$ cat config.mk
export PLATFORM = sky130hd
export DESIGN_NAME = aer_readout_top
export DESIGN_NICKNAME = d
export VERILOG_FILES = /design/src/verilog/aer_pkg.sv /design/src/verilog/aer_readout_top.sv /design/src/verilog/event_data_encoder.sv /design/src/verilog/event_capture.sv /design/src/verilog/event_fifo.sv /design/src/verilog/timestamp_counter.sv
export SDC_FILE = /design/constraint.sdc
export NUM_CORES = 1
export LEC_CHECK = 0
export BUFFER_PORTS_ARGS = -buffer_cell sky130_fd_sc_hd__buf_4
export CORE_UTILIZATION = 60
export CTS_CLUSTER_SIZE = 24
export DETAILED_ROUTE_END_ITERATION = 7
export PLACE_DENSITY = 0.76
export SKIP_LAST_GASP = 1
export SYNTH_ARGS = -nofsm -noshare
export SYNTH_HDL_FRONTEND = slang
export SYNTH_HIERARCHICAL = 1
export SYNTH_SLANG_ARGS = --single-unit
$ cat constraint.sdc
create_clock -name clk_i -period 11.4 [get_ports clk_i]
set_clock_uncertainty 0.1 [all_clocks]
set_input_delay 2.28 -clock clk_i [delete_from_list [all_inputs] [get_ports clk_i]]
set_output_delay 2.28 -clock clk_i [all_outputs]
set_load 0.02 [all_outputs]
$ cat src/verilog/aer_pkg.sv
// Shared widths, word type codes, default depths and the event record for the AER readout path
package aer_pkg;

  // Address and timestamp widths
  localparam int ROW_ADD = 11;               // Row address bits
  localparam int COL_ADD = 11;               // Column address bits
  localparam int SIZE    = 34;               // Full timestamp width
  localparam int TS_LOW  = 6;                // Low timestamp field in CD words
  localparam int TS_HIGH = SIZE - TS_LOW;    // Upper bits carried by time-high words

  // Output word layout
  localparam int WIDTH  = 32;                // Readout word width
  localparam int TYPE_W = 4;                 // Type code in the top nibble

  // Type codes
  localparam logic [TYPE_W-1:0] EVT_TIME_HIGH = 4'b1000;
  localparam logic [TYPE_W-1:0] EVT_CD_ON     = 4'b0001;  // Positive contrast change
  localparam logic [TYPE_W-1:0] EVT_CD_OFF    = 4'b0000;  // Negative contrast change

  // Default queue depths, overridden from the top level
  localparam int EVT_DEPTH_DEF = 16;
  localparam int OUT_DEPTH_DEF = 8;

  // Stamped address event as queued between capture and encoder
  // 1 + 11 + 11 + 34 = 57 bits
  typedef struct packed {
    logic               polarity;  // 1 for ON event
    logic [ROW_ADD-1:0] row;
    logic [COL_ADD-1:0] col;
    logic [SIZE-1:0]    ts;        // Timestamp at strobe time
  } event_t;

endpackage
$ cat src/verilog/aer_readout_top.sv
// Top level of the DVS event readout; timestamp, capture, event queue, encoder and word queue
`timescale 1ns/100ps

module aer_readout_top #(
  parameter int TICK_DIV  = 4,                          // Clocks per timestamp tick
  parameter int EVT_DEPTH = aer_pkg::EVT_DEPTH_DEF,     // Event queue entries
  parameter int OUT_DEPTH = aer_pkg::OUT_DEPTH_DEF      // Word queue entries
) (
  input  logic                        clk_i,
  input  logic                        reset_i,
  input  logic                        enable_i,         // Encoder enable level
  input  logic                        ev_strobe_i,      // Pixel event pulse
  input  logic                        ev_polarity_i,
  input  logic [aer_pkg::ROW_ADD-1:0] ev_row_i,
  input  logic [aer_pkg::COL_ADD-1:0] ev_col_i,
  input  logic                        rd_i,             // Reader pops a word
  output logic [aer_pkg::WIDTH-1:0]   word_o,           // Head word
  output logic                        empty_o,          // Low when word_o is valid
  output logic [15:0]                 drop_count_o      // Events lost to a full queue
);

  import aer_pkg::*;

  logic [SIZE-1:0]  ts;                                 // Shared timestamp
  logic             evt_wr;                             // Capture to event queue
  event_t           evt_wdata;
  logic             evt_full;
  event_t           evt_head;                           // Event queue to encoder
  logic             evt_empty;
  logic             evt_pop;
  logic [WIDTH-1:0] enc_word;                           // Encoder to word queue
  logic             enc_valid;
  logic             out_full;

  timestamp_counter #(
    .TICK_DIV (TICK_DIV)
  ) u_ts (
    .clk_i    (clk_i),
    .reset_i  (reset_i),
    .ts_o     (ts)
  );

  event_capture u_capture (
    .clk_i         (clk_i),
    .reset_i       (reset_i),
    .ev_strobe_i   (ev_strobe_i),
    .ev_polarity_i (ev_polarity_i),
    .ev_row_i      (ev_row_i),
    .ev_col_i      (ev_col_i),
    .ts_i          (ts),
    .fifo_full_i   (evt_full),
    .wr_o          (evt_wr),
    .wdata_o       (evt_wdata),
    .drop_count_o  (drop_count_o)
  );

  // Stamped events
  event_fifo #(
    .T       (event_t),
    .DEPTH   (EVT_DEPTH)
  ) u_evt_fifo (
    .clk_i   (clk_i),
    .reset_i (reset_i),
    .wr_i    (evt_wr),
    .wdata_i (evt_wdata),
    .rd_i    (evt_pop),
    .rdata_o (evt_head),
    .empty_o (evt_empty),
    .full_o  (evt_full)
  );

  event_data_encoder u_encoder (
    .clk_i        (clk_i),
    .reset_i      (reset_i),
    .enable_i     (enable_i),
    .evt_empty_i  (evt_empty),
    .evt_i        (evt_head),
    .out_full_i   (out_full),
    .pop_o        (evt_pop),
    .data_out_o   (enc_word),
    .valid_data_o (enc_valid)
  );

  // Readout words for the external reader
  event_fifo #(
    .T       (logic [WIDTH-1:0]),
    .DEPTH   (OUT_DEPTH)
  ) u_out_fifo (
    .clk_i   (clk_i),
    .reset_i (reset_i),
    .wr_i    (enc_valid),
    .wdata_i (enc_word),
    .rd_i    (rd_i),
    .rdata_o (word_o),
    .empty_o (empty_o),
    .full_o  (out_full)
  );

endmodule

$ cat src/verilog/event_data_encoder.sv
// Event encoder; turns queued events into time-high and CD readout words, one word per cycle
`timescale 1ns/100ps

module event_data_encoder (
  input  logic                      clk_i,
  input  logic                      reset_i,
  input  logic                      enable_i,      // Encoder runs only while high
  input  logic                      evt_empty_i,   // Event queue empty
  input  aer_pkg::event_t           evt_i,         // Head of event queue
  input  logic                      out_full_i,    // Output queue full
  output logic                      pop_o,         // Pop head event
  output logic [aer_pkg::WIDTH-1:0] data_out_o,    // Word to output queue
  output logic                      valid_data_o   // Output queue push
);

  import aer_pkg::*;

  // Head event fields
  logic [TS_HIGH-1:0] head_high;                   // Upper timestamp bits
  logic [TS_LOW-1:0]  head_low;                    // Low bits sent in CD word
  logic [TYPE_W-1:0]  cd_type;                     // ON or OFF code

  // Tracking of the last time-high word sent
  logic [TS_HIGH-1:0] last_high;
  logic               high_sent;                   // Any time-high since reset

  logic               act;                         // Encoder acts this cycle
  logic               need_high;                   // Head needs time-high first
  logic [WIDTH-1:0]   th_word;
  logic [WIDTH-1:0]   cd_word;

  assign head_high = evt_i.ts[SIZE-1:TS_LOW];
  assign head_low  = evt_i.ts[TS_LOW-1:0];
  assign cd_type   = evt_i.polarity ? EVT_CD_ON : EVT_CD_OFF;

  // Work needs input, room at output and enable
  assign act = enable_i && !evt_empty_i && !out_full_i;

  // Compare against last high bits rather than waiting for low bits at 63
  // Covers skipped ticks and idle gaps longer than one low-bit period
  assign need_high = !high_sent || (head_high != last_high);

  // Word formats, both 32 bits
  assign th_word = {EVT_TIME_HIGH, head_high};                   // 4 + 28
  assign cd_word = {cd_type, head_low, evt_i.row, evt_i.col};    // 4 + 6 + 11 + 11

  // Time-high takes a cycle without popping, CD word pops the event
  always_comb
  begin
    valid_data_o = act;
    pop_o        = 1'b0;
    data_out_o   = cd_word;
    if (need_high)
      data_out_o = th_word;
    else
      pop_o = act;                                 // Event done after its CD word
  end

  // Remember high bits once the time-high word is written
  always_ff @(posedge clk_i or posedge reset_i)
  begin
    if (reset_i)
    begin
      high_sent <= 1'b0;                           // First event always gets time-high
      last_high <= '0;
    end
    else if (act && need_high)
    begin
      high_sent <= 1'b1;
      last_high <= head_high;
    end
  end

endmodule

$ cat src/verilog/event_capture.sv
// Pixel event input; stamps each strobe with the current timestamp, queues it or counts a drop
`timescale 1ns/100ps

module event_capture (
  input  logic                        clk_i,
  input  logic                        reset_i,
  input  logic                        ev_strobe_i,    // One-cycle pulse per event
  input  logic                        ev_polarity_i,
  input  logic [aer_pkg::ROW_ADD-1:0] ev_row_i,
  input  logic [aer_pkg::COL_ADD-1:0] ev_col_i,
  input  logic [aer_pkg::SIZE-1:0]    ts_i,           // Free-running timestamp
  input  logic                        fifo_full_i,    // Event queue full
  output logic                        wr_o,           // Event queue push
  output aer_pkg::event_t             wdata_o,
  output logic [15:0]                 drop_count_o    // Saturating lost-event count
);

  import aer_pkg::*;

  event_t stamped;                                    // Event with its timestamp
  logic   drop;                                       // Strobe hit a full queue

  // Stamp in the strobe cycle
  always_comb
  begin
    stamped.polarity = ev_polarity_i;
    stamped.row      = ev_row_i;
    stamped.col      = ev_col_i;
    stamped.ts       = ts_i;
  end

  // Write goes out the same cycle, so full is exact here
  assign wr_o    = ev_strobe_i && !fifo_full_i;
  assign wdata_o = stamped;
  assign drop    = ev_strobe_i && fifo_full_i;

  // Drop counter holds at all ones
  always_ff @(posedge clk_i or posedge reset_i)
  begin
    if (reset_i)
      drop_count_o <= '0;
    else if (drop && !(&drop_count_o))
      drop_count_o <= drop_count_o + 16'd1;
  end

endmodule

$ cat src/verilog/event_fifo.sv
// Show-ahead synchronous FIFO for any payload type; holds stamped events or readout words
`timescale 1ns/100ps

module event_fifo #(
  parameter type T     = logic [31:0],         // Payload type
  parameter int  DEPTH = 8                     // Number of entries
) (
  input  logic clk_i,
  input  logic reset_i,
  input  logic wr_i,                           // Push wdata_i, blocked when full
  input  T     wdata_i,
  input  logic rd_i,                           // Pop head, ignored when empty
  output T     rdata_o,                        // Head entry, valid while not empty
  output logic empty_o,
  output logic full_o
);

  localparam int PTR_W = (DEPTH > 1) ? $clog2(DEPTH) : 1;
  localparam int CNT_W = $clog2(DEPTH + 1);    // Holds 0..DEPTH

  T                 mem [DEPTH];               // Storage, no reset
  logic [PTR_W-1:0] wr_ptr;
  logic [PTR_W-1:0] rd_ptr;
  logic [CNT_W-1:0] count;                     // Occupancy
  logic             do_wr;
  logic             do_rd;

  // Guarded strobes
  assign do_wr = wr_i && !full_o;
  assign do_rd = rd_i && !empty_o;

  assign empty_o = (count == '0);
  assign full_o  = (count == CNT_W'(DEPTH));
  assign rdata_o = mem[rd_ptr];                // Show-ahead head

  always_ff @(posedge clk_i)
  begin
    if (do_wr)
      mem[wr_ptr] <= wdata_i;
  end

  // Pointers wrap at DEPTH so any depth works
  always_ff @(posedge clk_i or posedge reset_i)
  begin
    if (reset_i)
    begin
      wr_ptr <= '0;
      rd_ptr <= '0;
    end
    else
    begin
      if (do_wr)
        wr_ptr <= (wr_ptr == PTR_W'(DEPTH - 1)) ? '0 : wr_ptr + 1'b1;
      if (do_rd)
        rd_ptr <= (rd_ptr == PTR_W'(DEPTH - 1)) ? '0 : rd_ptr + 1'b1;
    end
  end

  // Occupancy; simultaneous push and pop leave it unchanged
  always_ff @(posedge clk_i or posedge reset_i)
  begin
    if (reset_i)
      count <= '0;
    else if (do_wr && !do_rd)
      count <= count + 1'b1;
    else if (do_rd && !do_wr)
      count <= count - 1'b1;
  end

endmodule

$ cat src/verilog/timestamp_counter.sv
// Free-running event timestamp; one tick every TICK_DIV clocks, shared by capture and encoder
`timescale 1ns/100ps

module timestamp_counter #(
  parameter int TICK_DIV = 4                   // Clock cycles per timestamp tick
) (
  input  logic                     clk_i,
  input  logic                     reset_i,
  output logic [aer_pkg::SIZE-1:0] ts_o        // Completed ticks since reset release
);

  // Prescaler needs at least one bit even for TICK_DIV of 1
  localparam int DIV_W = (TICK_DIV > 1) ? $clog2(TICK_DIV) : 1;

  logic [DIV_W-1:0] div_cnt;                   // Cycles into current tick
  logic             tick;                      // Last cycle of a tick

  assign tick = (div_cnt == DIV_W'(TICK_DIV - 1));

  // Prescaler
  always_ff @(posedge clk_i or posedge reset_i)
  begin
    if (reset_i)
      div_cnt <= '0;
    else if (tick)
      div_cnt <= '0;                           // Restart for next tick
    else
      div_cnt <= div_cnt + 1'b1;
  end

  // Timestamp, wraps at full width
  always_ff @(posedge clk_i or posedge reset_i)
  begin
    if (reset_i)
      ts_o <= '0;
    else if (tick)
      ts_o <= ts_o + 1'b1;
  end

endmodule

Word-level counts from Yosys, hierarchy flattened --
Memory sizes are Yosys's and may differ from the RTL's. Index checks and enable logic that the tools add are counted.
Word-level totals: register bits after elaboration 104, bits in writable memories 1168, input port bits 28, output and inout bits 49, word-level logic and storage cells 78, memories kept 2
Memories:
- u_evt_fifo.mem | depth 16, width 57, read ports 1, clocked after Yosys merged registers in 0, write ports 1, line event_fifo.sv:21 | T mem [DEPTH];
- u_out_fifo.mem | depth 8, width 32, read ports 1, clocked after Yosys merged registers in 0, write ports 1, line event_fifo.sv:21
Operators by class: $add $sub $neg 11, eq/ne operators 8, mux-type cells 16, reduce and logical (&&, ||, !) cells 30
Operators by type and width (number):
- $add 34x1->34 const B | 1
- $mux 32 | 1
- $ne 28x28->1 | 1
- $add 16x1->16 const B | 1
- $mux 4 | 4
- $reduce_and 16->1 | 1
- $logic_and 1x1->1 | 14
- $add 4x1->4 const B | 3
- $eq 4x4->1 const B | 3
- $logic_not 1->1 | 10
- $mux 5 | 2
- $add 3x1->3 const B | 2
- $eq 3x3->1 const B | 2
- $mux 1 | 6
- $mux 3 | 2
- $add 5x1->5 const B | 1
- $eq 5x5->1 const B | 1
- $logic_not 5->1 | 1
- $sub 5x1->5 const B | 1
- $logic_not 4->1 | 1
- $reduce_bool 2->1 | 2
- $sub 4x1->4 const B | 1
- $add 2x1->2 const B | 1
- $eq 2x2->1 const B | 1
- other kinds (2) | 2

Longest topological paths before layout --
depth after elaboration 9, gate-level depth with buffers 21, mapped depth without buffers 17

By module --
The synthesis kept the hierarchy.
By module, submodules not included:
- event_fifo (u_evt_fifo) | times used 1, cells each 1750, area each 35733.0 sq um, seq. area each 27711.6 sq um
- event_fifo (u_out_fifo) | times used 1, cells each 434, area each 10271.1 sq um, seq. area each 7937.6 sq um
- event_data_encoder | times used 1, cells each 159, area each 1961.9 sq um, seq. area each 725.7 sq um
- timestamp_counter | times used 1, cells each 140, area each 1646.6 sq um, seq. area each 900.9 sq um
- event_capture | times used 1, cells each 136, area each 1302.5 sq um, seq. area each 400.4 sq um

Least setup slack after synthesis --
Ideal clock, no wire load.
kind in2reg, start point input ev_strobe_i, end point memory u_evt_fifo/mem[0][0] (netlist bit) (enable), setup time 0.542 ns, arrival time 6.641 ns, required time 10.758 ns, slack 4.117 ns, stages on the path 5, path through nor2b_1 -> o21a_1 -> buf_6 -> nand2_1 -> nor3_1
Between the ends: word-level cells in the longest chain between the ends 4
Ends and longest elaborated chain:
- from (decl) | line aer_readout_top.sv:12 | input logic ev_strobe_i,
- $logic_and 1x1->1 | line event_capture.sv:33 | assign wr_o = ev_strobe_i && !fifo_full_i;
- $logic_and 1x1->1 | line event_fifo.sv:29 | assign do_wr = wr_i && !full_o;
- via u_evt_fifo.do_wr | line event_fifo.sv:25 | logic do_wr;
- $mux 1 | line event_fifo.sv:38 | if (do_wr)
- $mux 1 (implied by the code) | line event_fifo.sv:39 | mem[wr_ptr] <= wdata_i;
- to (decl) | line event_fifo.sv:21
The timed path passes the listed nets, and every way through them passes these cells.

==> flow_metrics.env <==
export IMPL_outcome="complete, no violations"
export IMPL_fin_crit_sh=0.601
export IMPL_grt_max_degree=107
export IMPL_synth_cell_area_um2=50900
export IMPL_root_buffer="clkbuf_16"
export IMPL_ys_seq_area_frac=0.740
export IMPL_holdBufCountCts=0
export IMPL_p_per_area_nw_per_um2=202
export IMPL_clock_path_buffers=3
export IMPL_tns_ns=0
export IMPL_ys_flop_type="edfxtp_1"
export IMPL_die_x_um=293
export IMPL_hold_viol_final=0
export IMPL_rsz0062_at_grt="no"
export IMPL_cp_end_kind="flop"
export IMPL_leakagePower_nw=18.7
export IMPL_fp_dieH_um=293
export IMPL_via_per_inst=6.44
export IMPL_worstMarginPinSlew_ns=1.17
export IMPL_drive_gt1_frac=0.228
export IMPL_postSynthCellCount=2619
export IMPL_grt_pass1_wl_um=163000
export IMPL_relSlewSlack=0.218
export IMPL_initial_core_util=0.607
export IMPL_clk_pin_slew_ns=0.06
export IMPL_max_freq_mhz=146
export IMPL_num_antenna_cells=0
export IMPL_antenna_found_initial=3
export IMPL_r2r_start="u_evt_fifo/rd_ptr[2]"
export IMPL_avgSynthCellArea_um2=19.4
export IMPL_vias=25200
export IMPL_row_count=106
export IMPL_track_usage=0.260
export IMPL_synth_top_cell_area_share=0.689
export IMPL_hold_start="u_ts/div_cnt[0]"
export IMPL_die_area_um2=86000
export IMPL_cp_startpoint="u_evt_fifo/rd_ptr[2]"
export IMPL_worst_ep_required_time_ns=11.84
export IMPL_grt_overflow_total=0
export IMPL_h_tree_depth=3
export IMPL_numPortBuffers=76
export IMPL_gp_congestion=0.844
export IMPL_pre_cts_slack_ns=4.72
export IMPL_period_needed_ns=6.85
export IMPL_drc=0
export IMPL_antenna_left=0
export IMPL_wire_per_inst_um=28.3
export IMPL_cp_max_fo=63
export IMPL_drt_iter0_markers=2435
export IMPL_setup_viol=0
export IMPL_async_flop_share=0.0818
export IMPL_arrival_ns=7.29
export IMPL_ff2ff_path_depth=18
export IMPL_numClockSinks=1272
export IMPL_yosys_top_cells_area="edfxtp_1, mux4_2, dfrtp_1, mux2i_1, mux2_2"
export IMPL_holdPathStages=1
export IMPL_utilization=0.668
export IMPL_cts_buffers=118
export IMPL_core_area_um2=83800
export IMPL_synth_edf_count=1168
export IMPL_cap_violations=0
export IMPL_startpoint_type="flop"
export IMPL_irDropWorstVdd_mv=0.171
export IMPL_postCtsSetupBuffers=0
export IMPL_grt_pass1_vias=25500
export IMPL_finalNetCount=2728
export IMPL_layout_setup_ws_ns=4.55
export IMPL_dp_final_hpwl_um=60300
export IMPL_ys_warn_count=6
export IMPL_cts_tree="yes"
export IMPL_synthDistinctLibCells=74
export IMPL_routed_wirelength_um=111000
export IMPL_ys_ff_latch=1272
export IMPL_io_pin_count=77
export IMPL_slew_violations=0
export IMPL_synth_largest_area_cell="edfxtp_1"
export IMPL_area_growth_synth_to_final_pct=10.0
export IMPL_hold_class="flop to flop"
export IMPL_synth_most_common_cell="edfxtp_1"
export IMPL_path_class="flop to flop"
export IMPL_post_cts_resized=0
export IMPL_synth_common_cells="edfxtp_1, mux2i_1, mux4_2"
export IMPL_clock_latency_ns=0.71
export IMPL_firstDrtPassIters=8
-- layout make-up --
cell class | instances | area (um^2)
Sequential cell | 1272 | 37700
Inverter | 27 | 101
Tap cell | 1134 | 1420
Timing Repair Buffer | 131 | 996
Multi-Input combinational cell | 1128 | 12000
Clock buffer | 149 | 3120
Clock inverter | 74 | 694
Fill cell | 5286 | 27800
-- metrics by stage --
stage / hold WS (ns) / std cells / cell area, um^2 / total power, W
CTS: 0.352 / 3915 / 56000 / 0.0114
finish: 0.358 / 3915 / 56000 / 0.0113
global route: 0.386 / 3915 / 56000 / 0.0117
detailed placement: 0.337 / 3692 / 52200 / 0.00760
global placement: 0.314 / 3692 / 52200 / 0.00753
floorplan: 0.303 / 2620 / 50900 / 0.00697
-- placed cells by master (no fill, tap or decap), types with 5 or more instances in the layout --
master	n
buf_4	130
a22oi_1	57
clkbuf_16	119
mux2_4	20
or3_1	6
edfxtp_1	1168
a21oi_1	5
nor4_2	6
nor3_2	9
mux2i_1	231
bufinv_16	10
nor2_4	15
nor4_1	7
o211ai_1	60
clkbuf_1	27
inv_1	26
nor2_1	18
a21o_1	5
dfrtp_1	98
nand2b_1	8
mux4_2	178
xnor2_1	48
nand3_1	21
clkinv_1	30
nor3_1	10
clkinv_2	24
nand4_1	23
xor2_1	27
dfrtp_4	5
mux2_2	77
o21ai_1	54
ha_1	20
and3_1	5
nand2_1	93
o21ai_0	11
a221oi_1	57
-- layer usage --
layer,track usage,vias up,part of all wire
li1,-,10700,-
met1,0.348,13200,0.39
met2,0.435,1165,0.50
met3,0.0483,201,0.083
met4,0.0840,6,0.027
met5,0,-,0.00035
-- power by group --
part / switching (W) / internal [W] / leakage (nW)
combinational: 0.00105 / 0.000720 / 3.96
clock: 0.00167 / 0.00217 / 1.86
sequential: 0.000188 / 0.00554 / 12.8
-- cell families (layout without fill, tap and decap cells) --
group | Yosys count | after routing | share of synthesized area
AO/OA/AOI/OAI | 263 | 263 | 0.0375
flip-flops | 1272 | 1272 | 0.740
buffers and inverters | 220 | 381 | 0.0280
AND/OR/NAND/NOR | 257 | 257 | 0.0281
multiplexers | 509 | 509 | 0.148
XOR/XNOR | 75 | 75 | 0.0129
other | 1 | 2 | 0.0000737
adder cells (fa/ha/maj) | 22 | 22 | 0.00570
-- state kept, by name, summed over array words and instances (netlist names) --
name	cells
u_ts/div_cnt	2
u_capture/drop_count_o	16
u_evt_fifo/count	5
u_evt_fifo/rd_ptr	4
u_evt_fifo/wr_ptr	4
u_out_fifo/wr_ptr	3
u_encoder/high_sent	1
u_out_fifo/rd_ptr	3
u_out_fifo/mem	256
u_out_fifo/count	4
u_encoder/last_high	28
u_evt_fifo/mem	912
u_ts/ts_o	34
-- final timing paths --
path                                        end  slack [ns]
max                         u_evt_fifo/count[4]        4.55
max reg2reg                 u_evt_fifo/count[4]        4.55
min                             u_ts/div_cnt[0]        0.36
max in group asynchronous         u_ts/ts_o[19]        8.94
min in group asynchronous  u_out_fifo/wr_ptr[1]        1.54
min reg2reg                     u_ts/div_cnt[0]        0.36
-- critical path, stage by stage, from the launching register on --
cell,delay [ns]
dfrtp_4,0.41
buf_4,0.69
nor2b_4,0.62
buf_4,0.80
a221oi_1,0.20
o21ai_1,0.15
nand2_1,0.19
xor2_1,0.19
or4_4,0.51
nor4_4,0.34
nand3_1,0.44
nor2_1,0.34
o21ai_4,0.14
ha_1,0.26
inv_1,0.15
ha_1,0.27
nor2b_1,0.17
o21a_1,0.20
o311ai_0,0.39
Power figures use the tool's default switching activity.
